### src/board_pkg.sv
`default_nettype none

package board_pkg;

    // number of push keys on the board
    localparam int n_keys = 3;

    // digits on the seven-segment display
    localparam int n_digits = 8;

    // a key level has to hold this long before it is accepted
    localparam int debounce_ms = 10;

    // the scanner steps to the next digit at this rate
    localparam int scan_hz = 1000;

    // the dot marks the boundary between minutes and seconds
    localparam int dot_index = 5;

    // one decimal digit
    typedef logic [3:0] bcd_digit_t;

    // four decimal digits, most significant digit in the top nibble
    typedef logic [15:0] bcd4_t;

    typedef logic [n_keys - 1:0] key_vec_t;

    // segments a b c d e f g h from msb to lsb, a lit segment is 1
    typedef logic [7:0] seg_t;

    // bit i enables digit i, digit 0 is the leftmost one
    typedef logic [n_digits - 1:0] digit_sel_t;

    typedef logic [3:0] led_vec_t;

    // segment pattern and digit select, updated together
    typedef struct packed {
        seg_t       seg;
        digit_sel_t sel;
    } disp_out_t;

endpackage

`default_nettype wire

### src/second_tick_gen.sv
`timescale 1ns/100ps
`default_nettype none

module second_tick_gen #(
    parameter int clk_hz = 50_000_000
) (
    input  logic clk,
    input  logic rst,
    output logic second_tick
);

    localparam int cnt_w = (clk_hz > 1) ? $clog2(clk_hz) : 1;

    logic [cnt_w - 1:0] cnt;

    // the strobe is registered, so it lasts exactly one clk cycle
    always_ff @(posedge clk) begin
        if (rst) begin
            cnt         <= '0;
            second_tick <= 1'b0;
        end else begin
            if (cnt == cnt_w'(clk_hz - 1)) begin
                cnt         <= '0;
                second_tick <= 1'b1;
            end else begin
                cnt         <= cnt + 1'b1;
                second_tick <= 1'b0;
            end
        end
    end

endmodule

`default_nettype wire

### src/key_press_counter.sv
`timescale 1ns/100ps
`default_nettype none

module key_press_counter #(
    parameter int clk_hz = 50_000_000
) (
    input  logic              clk,
    input  logic              rst,
    input  board_pkg::key_vec_t key,
    output board_pkg::key_vec_t key_level,
    output board_pkg::bcd4_t    key_count
);

    import board_pkg::*;

    localparam int deb_raw = clk_hz * debounce_ms / 1000;
    localparam int deb_len = (deb_raw < 2) ? 2 : deb_raw;
    localparam int deb_w   = $clog2(deb_len);

    key_vec_t         sync_1;
    key_vec_t         sync_2;
    key_vec_t         level;
    key_vec_t         level_d;
    key_vec_t         press;
    logic [deb_w-1:0] stab_cnt [n_keys];

    // add one to a four-digit decimal value, 9999 rolls over to 0000
    function automatic bcd4_t bcd_inc(input bcd4_t v);
        bcd4_t      r;
        bcd_digit_t d;
        logic       carry;
        r     = v;
        carry = 1'b1;
        for (int i = 0; i < 4; i++) begin
            d = r[i*4 +: 4];
            if (carry) begin
                if (d == 4'd9) begin
                    d = 4'd0;
                end else begin
                    d     = d + 4'd1;
                    carry = 1'b0;
                end
            end
            r[i*4 +: 4] = d;
        end
        return r;
    endfunction

    // subtract one, 0000 borrows all the way round to 9999
    function automatic bcd4_t bcd_dec(input bcd4_t v);
        bcd4_t      r;
        bcd_digit_t d;
        logic       borrow;
        r      = v;
        borrow = 1'b1;
        for (int i = 0; i < 4; i++) begin
            d = r[i*4 +: 4];
            if (borrow) begin
                if (d == 4'd0) begin
                    d = 4'd9;
                end else begin
                    d      = d - 4'd1;
                    borrow = 1'b0;
                end
            end
            r[i*4 +: 4] = d;
        end
        return r;
    endfunction

    // two flops per key against metastability
    always_ff @(posedge clk) begin
        if (rst) begin
            sync_1 <= '0;
            sync_2 <= '0;
        end else begin
            sync_1 <= key;
            sync_2 <= sync_1;
        end
    end

    // the counter runs only while the synchronized key disagrees with the accepted level
    always_ff @(posedge clk) begin
        if (rst) begin
            level <= '0;
            for (int i = 0; i < n_keys; i++) begin
                stab_cnt[i] <= '0;
            end
        end else begin
            for (int i = 0; i < n_keys; i++) begin
                if (sync_2[i] == level[i]) begin
                    stab_cnt[i] <= '0;
                end else if (stab_cnt[i] == deb_w'(deb_len - 1)) begin
                    level[i]    <= sync_2[i];
                    stab_cnt[i] <= '0;
                end else begin
                    stab_cnt[i] <= stab_cnt[i] + 1'b1;
                end
            end
        end
    end

    assign press = level & ~level_d;

    // key 2 clears, key 0 counts up, key 1 counts down, in that priority
    always_ff @(posedge clk) begin
        if (rst) begin
            level_d   <= '0;
            key_count <= '0;
        end else begin
            level_d <= level;
            if (press[2]) begin
                key_count <= '0;
            end else if (press[0]) begin
                key_count <= bcd_inc(key_count);
            end else if (press[1]) begin
                key_count <= bcd_dec(key_count);
            end
        end
    end

    assign key_level = level;

endmodule

`default_nettype wire

### src/elapsed_time_counter.sv
`timescale 1ns/100ps
`default_nettype none

module elapsed_time_counter (
    input  logic             clk,
    input  logic             rst,
    input  logic             second_tick,
    output board_pkg::bcd4_t time_mmss,
    output logic             heartbeat
);

    import board_pkg::*;

    bcd_digit_t min_tens;
    bcd_digit_t min_units;
    bcd_digit_t sec_tens;
    bcd_digit_t sec_units;

    // units digits stop at 9, tens digits at 5
    always_ff @(posedge clk) begin
        if (rst) begin
            min_tens  <= '0;
            min_units <= '0;
            sec_tens  <= '0;
            sec_units <= '0;
            heartbeat <= 1'b0;
        end else if (second_tick) begin
            heartbeat <= ~heartbeat;
            if (sec_units == 4'd9) begin
                sec_units <= '0;
                if (sec_tens == 4'd5) begin
                    sec_tens <= '0;
                    if (min_units == 4'd9) begin
                        min_units <= '0;
                        // 59:59 goes back to 00:00
                        if (min_tens == 4'd5) begin
                            min_tens <= '0;
                        end else begin
                            min_tens <= min_tens + 4'd1;
                        end
                    end else begin
                        min_units <= min_units + 4'd1;
                    end
                end else begin
                    sec_tens <= sec_tens + 4'd1;
                end
            end else begin
                sec_units <= sec_units + 4'd1;
            end
        end
    end

    assign time_mmss = {min_tens, min_units, sec_tens, sec_units};

endmodule

`default_nettype wire

### src/display_scanner.sv
`timescale 1ns/100ps
`default_nettype none

module display_scanner #(
    parameter int clk_hz = 50_000_000
) (
    input  logic                  clk,
    input  logic                  rst,
    input  board_pkg::bcd4_t      key_count,
    input  board_pkg::bcd4_t      time_mmss,
    input  board_pkg::key_vec_t   key_level,
    input  logic                  heartbeat,
    output board_pkg::disp_out_t  disp,
    output board_pkg::led_vec_t   led
);

    import board_pkg::*;

    localparam int scan_raw = clk_hz / scan_hz;
    localparam int scan_len = (scan_raw < 1) ? 1 : scan_raw;
    localparam int scan_w   = (scan_len > 1) ? $clog2(scan_len) : 1;
    localparam int idx_w    = $clog2(n_digits);

    logic [scan_w - 1:0]       scan_cnt;
    logic                      scan_step;
    logic [idx_w - 1:0]        idx;
    logic [4*n_digits - 1:0]   all_digits;
    bcd_digit_t                cur_digit;
    seg_t                      seg_next;
    digit_sel_t                sel_next;

    // standard seven-segment patterns, anything above 9 stays dark
    function automatic seg_t decode(input bcd_digit_t d);
        seg_t s;
        case (d)
            4'd0:    s = 8'b1111_1100;
            4'd1:    s = 8'b0110_0000;
            4'd2:    s = 8'b1101_1010;
            4'd3:    s = 8'b1111_0010;
            4'd4:    s = 8'b0110_0110;
            4'd5:    s = 8'b1011_0110;
            4'd6:    s = 8'b1011_1110;
            4'd7:    s = 8'b1110_0000;
            4'd8:    s = 8'b1111_1110;
            4'd9:    s = 8'b1111_0110;
            default: s = 8'b0000_0000;
        endcase
        return s;
    endfunction

    // with a one-cycle scan period the step is high every cycle
    assign scan_step = (scan_cnt == scan_w'(scan_len - 1));

    always_ff @(posedge clk) begin
        if (rst) begin
            scan_cnt <= '0;
            idx      <= '0;
        end else if (scan_step) begin
            scan_cnt <= '0;
            if (idx == idx_w'(n_digits - 1)) begin
                idx <= '0;
            end else begin
                idx <= idx + 1'b1;
            end
        end else begin
            scan_cnt <= scan_cnt + 1'b1;
        end
    end

    // the key count fills the left half, the time the right half
    assign all_digits = {key_count, time_mmss};
    assign cur_digit  = all_digits[(n_digits - 1 - idx) * 4 +: 4];

    always_comb begin
        seg_next = decode(cur_digit);
        if (idx == idx_w'(dot_index)) begin
            seg_next[0] = 1'b1;
        end
        sel_next = digit_sel_t'(1) << idx;
    end

    always_ff @(posedge clk) begin
        if (rst) begin
            disp.seg <= '0;
            disp.sel <= digit_sel_t'(1);
        end else begin
            disp.seg <= seg_next;
            disp.sel <= sel_next;
        end
    end

    // heartbeat on the top led, key levels below it
    assign led = {heartbeat, key_level};

endmodule

`default_nettype wire

### src/lab_top.sv
`timescale 1ns/100ps
`default_nettype none

module lab_top #(
    parameter int clk_hz = 50_000_000
) (
    input  logic                 clk,
    input  logic                 rst,
    input  board_pkg::key_vec_t  key,
    output board_pkg::disp_out_t disp,
    output board_pkg::led_vec_t  led
);

    import board_pkg::*;

    logic     second_tick;
    key_vec_t key_level;
    bcd4_t    key_count;
    bcd4_t    time_mmss;
    logic     heartbeat;

    second_tick_gen #(
        .clk_hz (clk_hz)
    ) second_tick_gen_inst (
        .clk         (clk),
        .rst         (rst),
        .second_tick (second_tick)
    );

    key_press_counter #(
        .clk_hz (clk_hz)
    ) key_press_counter_inst (
        .clk       (clk),
        .rst       (rst),
        .key       (key),
        .key_level (key_level),
        .key_count (key_count)
    );

    elapsed_time_counter elapsed_time_counter_inst (
        .clk         (clk),
        .rst         (rst),
        .second_tick (second_tick),
        .time_mmss   (time_mmss),
        .heartbeat   (heartbeat)
    );

    // both counts meet here on one eight-digit display
    display_scanner #(
        .clk_hz (clk_hz)
    ) display_scanner_inst (
        .clk       (clk),
        .rst       (rst),
        .key_count (key_count),
        .time_mmss (time_mmss),
        .key_level (key_level),
        .heartbeat (heartbeat),
        .disp      (disp),
        .led       (led)
    );

endmodule

`default_nettype wire

### src/board_specific_top.sv
`timescale 1ns/100ps
`default_nettype none

module board_specific_top #(
    parameter int clk_hz = 50_000_000
) (
    input  logic                  clk,
    input  logic                  rst_n,
    input  board_pkg::key_vec_t   key_n,
    output board_pkg::led_vec_t   led,
    output board_pkg::seg_t       seg_data,
    output board_pkg::digit_sel_t seg_sel
);

    import board_pkg::*;

    logic      rst;
    key_vec_t  key;
    disp_out_t disp;

    // the reset button and the push keys pull low when pressed
    assign rst = ~rst_n;
    assign key = ~key_n;

    lab_top #(
        .clk_hz (clk_hz)
    ) lab_top_inst (
        .clk  (clk),
        .rst  (rst),
        .key  (key),
        .disp (disp),
        .led  (led)
    );

    // common-anode display, so a lit segment and a selected digit are both driven low
    assign seg_data = ~disp.seg;
    assign seg_sel  = ~disp.sel;

endmodule

`default_nettype wire

### config.mk
export PLATFORM = sky130hd
export DESIGN_NAME = board_specific_top
export DESIGN_NICKNAME = d
export VERILOG_FILES = /design/src/board_pkg.sv /design/src/second_tick_gen.sv /design/src/key_press_counter.sv /design/src/elapsed_time_counter.sv /design/src/display_scanner.sv /design/src/lab_top.sv /design/src/board_specific_top.sv
export SDC_FILE = /design/constraint.sdc
export NUM_CORES = 1
export LEC_CHECK = 0
export BUFFER_PORTS_ARGS = -buffer_cell sky130_fd_sc_hd__clkbuf_2
export CAP_MARGIN = 20
export CORE_MARGIN = 3
export CORE_UTILIZATION = 39
export CTS_CLUSTER_DIAMETER = 80
export DETAILED_ROUTE_END_ITERATION = 10
export PLACE_DENSITY = 0.56
export SLEW_MARGIN = 20
export SYNTH_ARGS = -nofsm -noshare
export SYNTH_HDL_FRONTEND = slang
export SYNTH_SLANG_ARGS = --single-unit
### constraint.sdc
create_clock -name clk -period 2.5 [get_ports clk]
set_input_delay 0.375 -clock clk [delete_from_list [all_inputs] [get_ports clk]]
set_output_delay 0.375 -clock clk [all_outputs]
set_load 0.02 [all_outputs]
### Word-level counts from Yosys, hierarchy flattened

Memory sizes are Yosys's and may differ from the RTL's. A register that Yosys moved wholly into a read port is not among the register bits.
Cells that the tools add are included.

* add/subtract/negate cells: 19
* equality and inequality tests: 21
* shift-type cells: 2
* mux-type cells: 97
* bitwise gates (word level): 19
* reduce and logical (&&, ||, !) cells: 21

Operators by type and width (count)
* $mux 19: 9
* $mux 4: 18
* $mux 1: 67
* $add 19x1->19 const B: 3
* $eq 19x19->1 const B: 3
* $shiftx 32x33->4: 1
* $add 4x1->4 const B: 8
* $mux 16: 2
* $add 26x1->26 const B: 1
* $eq 26x26->1 const B: 1
* $eq 4x4->1 const B: 6
* $add 16x1->16 const B: 1
* $eq 16x16->1 const B: 1
* $logic_not 4->1: 4
* $not 8->8: 2
* $sub 4x1->4 const B: 4
* $reduce_and 3->1: 4
* $or 1x1->1: 9
* $eq 4x3->1 const B: 2
* $reduce_and 2->1: 4
* $reduce_bool 2->1: 4
* $shl 1x3->8 const A: 1
* $eq 3x3->1 const B: 2
* $ne 2x1->1 const B: 3
* other kinds (10): 19

* flip-flop bits (word level): 107
* bits in writable memories: 57
* bits in read-only memories: 112
* bits of input ports: 5
* output and inout port bits: 20
* logic and storage cells: 202
* memories kept: 2

Memory list
* (no name shown): depth 16, width 7, rd ports 1, clocked after memory_dff 1, write ports 0, line display_scanner.sv:35 `case (d)`
* lab_top_inst.key_press_counter_inst.stab_cnt: depth 3, width 19, rd ports 3, clocked after memory_dff 0, write ports 3, line key_press_counter.sv:25 `logic [deb_w-1:0] stab_cnt [n_keys];`

### Depth between registers and ports, before layout

* depth in word-level cells: 19
* gate-level depth with buffers: 9
* gate-level depth less buffers: 7

### Cells and area by module

A second synthesis with hierarchy kept.

* cell total of the unflattened synthesis: 918
* area total of the unflattened synthesis: 8759.7 sq um

By module, submodules not included
* key_press_counter: times used 1, cells each 488, area an instance 4707.0 sq um, seq. area each 2272.2 sq um
* display_scanner: times used 1, cells each 175, area an instance 1861.8 sq um, seq. area each 700.7 sq um
* second_tick_gen: times used 1, cells each 145, area an instance 1293.7 sq um, seq. area each 540.5 sq um
* elapsed_time_counter: times used 1, cells each 90, area an instance 822.0 sq um, seq. area each 340.3 sq um
* board_specific_top: times used 1, cells each 20, area an instance 75.1 sq um, seq. area each 0.0 sq um

### Worst setup path before layout

No wires, ideal clock.

* kind: register to register
* from: register lab_top_inst.display_scanner_inst.idx[0]
* to: register, netlist name lab_top_inst.display_scanner_inst.disp[10]
* library setup time: 74 ps
* arrival time: 2081 ps
* data required time: 2426 ps
* slack: 345 ps
* cell stages (with the launch flop): 9
* path buffers: 1
* clock period less this slack: 2155 ps
* path through: dfxtp_1 > buf_2 > mux4_2 > mux2i_1 > inv_1 > ha_1 > nor2_1 > a21oi_1 > o21ai_0

* word-level cells in the longest chain between the ends: 2

Ends and longest elaborated chain
* start: declaration: line display_scanner.sv:26 `logic [idx_w - 1:0] idx;`
* start signal: assignment: line display_scanner.sv:63 `idx <= idx + 1'b1;`
* $sub 3x3->4: line display_scanner.sv:72 `assign cur_digit = all_digits[(n_digits - 1 - idx) * 4 +: 4];`
* $shiftx 32x33->4: line display_scanner.sv:72

Every way passes these cells.
A chain may end at the register's enable or synchronous reset.

### Worst setup path in the final report

* from: register lab_top_inst.display_scanner_inst.idx[0]
* to: register, netlist name lab_top_inst.display_scanner_inst.disp[11]

* word-level cells in the longest chain between the ends: 2

Ends and longest elaborated chain (line)
* $sub 3x3->4: display_scanner.sv:72
* $shiftx 32x33->4: display_scanner.sv:72

Every way passes these cells.

==> qor.yml <==
status: "complete, no violations"
clock_sinks: 164
die_h_um: 151
use_met1_pct: 19.5
synthSimpleGateAreaFrac_pct: 25.3
clk_pin_slew_ns: 0.07
worstReg2RegStart: "lab_top_inst.display_scanner_inst.idx[0]"
nets: 980
tightest_slew_ns: 0.683
drt_iter0_drc: 230
synth.avg_cell_area_um2: 9.29
synth.mux.area_fraction_pct: 3.90
drt-wirelength-per-cell_um: 12.3
ys_warn_count: 0
grt_busiest_layer: "met2"
max_clock_freq_ghz: 0.452
worstReg2RegEnd: "lab_top_inst.display_scanner_inst.disp[11]"
synth_seq_cells: 164
finalSetupTns_ns: 0
grt_max_degree: 25
synthXorXnorAreaFrac_pct: 11.2
fin_ws_ns: 0.288
drc: 0
post_synth_num_cell_types: 65
r2r_setup_slack_ns: 0.29
area_growth_pct: 14.7
fin_crit_ns: 2.21
synthAdderAreaFrac_pct: 2.43
reg2reg_depth: 5
wirelength_um: 15300
multi_input_area_um2: 4270
synth_top_family_by_area: "simple AND/OR/NAND/NOR gates"
critical_path.top_delay_family: "multiplexers"
min_to: "lab_top_inst.key_press_counter_inst.sync_1[2]"
num_antenna_cells: 0
min_from: "key_n[2]"
period_share_pct: 88.5
p_leak_nw: 3.48
grt_pass1_wl_um: 26500
root_buffer: "clkbuf_16"
setup_viol: 0
regArea_um2: 3850
syn_inst: 888
ant_nets: 0
initial_core_util_pct: 40.2
final_hold_viol_count: 0
critPathCaptureType: "register"
gp_congestion: 0.795
grt_use_met3_pct: 3.53
powerDensity_nw_per_um2: 601
synth_area_leaders: "dfxtp_1 (26%), edfxtp_1 (21%), nor2_1 (6.7%)"
overflow: 0
maxCapViolCount: 0
row_count: 52
htree_levels: 4
synth_area_um2: 8250
die_x_um: 151
tritoncts.num_buffers: 17
synth-edff-count: 57
grt_pass1_vias: 5495
insertion_delay_ns: 0.43
dieArea_um2: 22900
worst-endpoint-arrival_ns: 2.55
dp.cells: 1210
portBuffers: 24
cts_resized: 0
worstSetupPathType: "register to register"
synth_top_area_share_pct: 26.0
ys.flop_type: "dfxtp_1"
yosysTopAreaCell: "dfxtp_1"
drive_above_1_share_pct: 9.67
instances_no_fill: 1242
holdPathStages: 2
grt_usage_pct: 14.2
grt_setup_unrepaired: "no"
worstPathMaxFanout: 8
hold_class: "primary input to register"
start_kind: "register"
synth-compound-area-share_pct: 6.45
firstDrtPassIters: 5
postCtsSetupBuffers: 0
antenna_found_initial: 0
yosysSeqAreaShare_pct: 46.7
post-place-ws_ns: 0.310
clockBufferDepth: 2
worst-path-buf-inv: 1
crit_chain: "buf_4, mux4_2, mux2i_1, a21oi_1, a311oi_1"
slowest_delay_ns: 0.54
grt.met2_usage_pct: 22.2
crit_required_ns: 2.84
slew_viol_final: 0
synth-async-reset-ratio_pct: 0
cts_tree: "built"
post-dp-hpwl_um: 10800
vias: 6046
skew_ns: 0.0101
slowest_stage: "dfxtp_1"
core_area_um2: 20500
ir_drop_mv: 0.413
slew_headroom_pct: 54.5
via_per_inst: 4.87
nFillCells: 2027
pin_count: 25
ctsHoldBuffers: 0
-- state kept, by name (all words and copies together), names as in the netlist --
name,count
lab_top_inst.elapsed_time_counter_inst.sec_tens,4
lab_top_inst.key_press_counter_inst.key_count,16
lab_top_inst.elapsed_time_counter_inst.heartbeat,1
lab_top_inst.elapsed_time_counter_inst.sec_units,4
lab_top_inst.display_scanner_inst.idx,3
lab_top_inst.elapsed_time_counter_inst.min_tens,4
lab_top_inst.key_press_counter_inst.stab_cnt,57
lab_top_inst.key_press_counter_inst.key_level,3
lab_top_inst.display_scanner_inst.disp,16
lab_top_inst.elapsed_time_counter_inst.min_units,4
lab_top_inst.key_press_counter_inst.level_d,3
lab_top_inst.second_tick_gen_inst.cnt,26
lab_top_inst.key_press_counter_inst.sync_1,3
lab_top_inst.display_scanner_inst.scan_cnt,16
lab_top_inst.second_tick_gen_inst.second_tick,1
lab_top_inst.key_press_counter_inst.sync_2,3
-- metrics by stage --
step                hold WS, ns  util, %  total power, mW  area (um2)
floorplan                 0.412        -             3.03        8460
global placement          0.415     43.2             3.08        8840
detailed placement        0.418     43.2             3.08        8840
CTS                      0.0869     46.1             5.77        9460
global route             0.0795     46.1             5.91        9460
finish                    0.108     46.1             5.68        9460
-- logic make-up after synthesis --
| kind of cell | after synthesis |
|---|---|
| AOI/OAI and AO/OA | 85 |
| xor gates and xnor gates | 105 |
| adders and majority gates | 16 |
| buffers and inverters | 83 |
| DFF | 164 |
| muxes | 21 |
| other | 1 |
| and+or+nand+nor | 413 |
-- report_power, final --
| part | switching, mW | internal [mW] |
|---|---|---|
| combinational | 0.0965 | 0.0560 |
| clock | 1.22 | 1.44 |
| sequential | 0.0502 | 2.81 |
-- layout make-up --
class                           instances  share of cell area [%]
Multi-Input combinational cell        697                    45.2
Clock inverter                         15                    1.96
Timing Repair Buffer                   39                    2.46
Clock buffer                           17                    4.50
Inverter                               40                    1.59
Tap cell                              270                    3.57
Sequential cell                       164                    40.8
-- how the worst max path moves through the flow --
stage	start	slack, ns	cells past startpoint	end
after global routing	lab_top_inst.display_scanner_inst.idx[0]	0.08	6	lab_top_inst.display_scanner_inst.disp[9]
after detailed placement	lab_top_inst.display_scanner_inst.idx[0]	0.31	5	lab_top_inst.display_scanner_inst.disp[11]
after floorplan	lab_top_inst.display_scanner_inst.idx[0]	0.35	8	lab_top_inst.display_scanner_inst.disp[10]
final	lab_top_inst.display_scanner_inst.idx[0]	0.29	5	lab_top_inst.display_scanner_inst.disp[11]
after global placement	lab_top_inst.display_scanner_inst.idx[0]	0.33	5	lab_top_inst.display_scanner_inst.disp[11]
after CTS	lab_top_inst.display_scanner_inst.idx[0]	0.29	5	lab_top_inst.display_scanner_inst.disp[11]
-- placed cells by master, fill, tap and decap left out, types with 27 or more instances in the layout --
master	count
xnor2_1	54
conb_1	57
inv_1	39
nand2_1	56
a21oi_1	27
nand3_1	50
edfxtp_1	57
dfxtp_1	107
nor2_1	148
xor2_1	51
-- cells in the mapped netlist, types with 6 or more instances --
cell type	instances
nor2b_1	7
edfxtp_1	57
mux2i_1	10
nand2_1	56
o21ai_0	24
nor2_1	148
ha_1	16
nand3_1	50
nand3b_1	6
xnor2_1	54
a31oi_1	6
and4_1	11
inv_1	39
xor2_1	51
and3_1	26
nor3_1	23
clkbuf_1	32
mux4_2	6
nand4_1	24
buf_2	7
a21oi_1	27
and2_1	15
nor4_1	11
dfxtp_1	107
-- routing by layer --
layer | vias to the layer above | wire [um]
li1 | 3182 | -
met1 | 2821 | 7690
met2 | 31 | 7160
met3 | 12 | 272
met4 | 0 | 160
met5 | - | 0
Power figures use the tool's default switching activity.
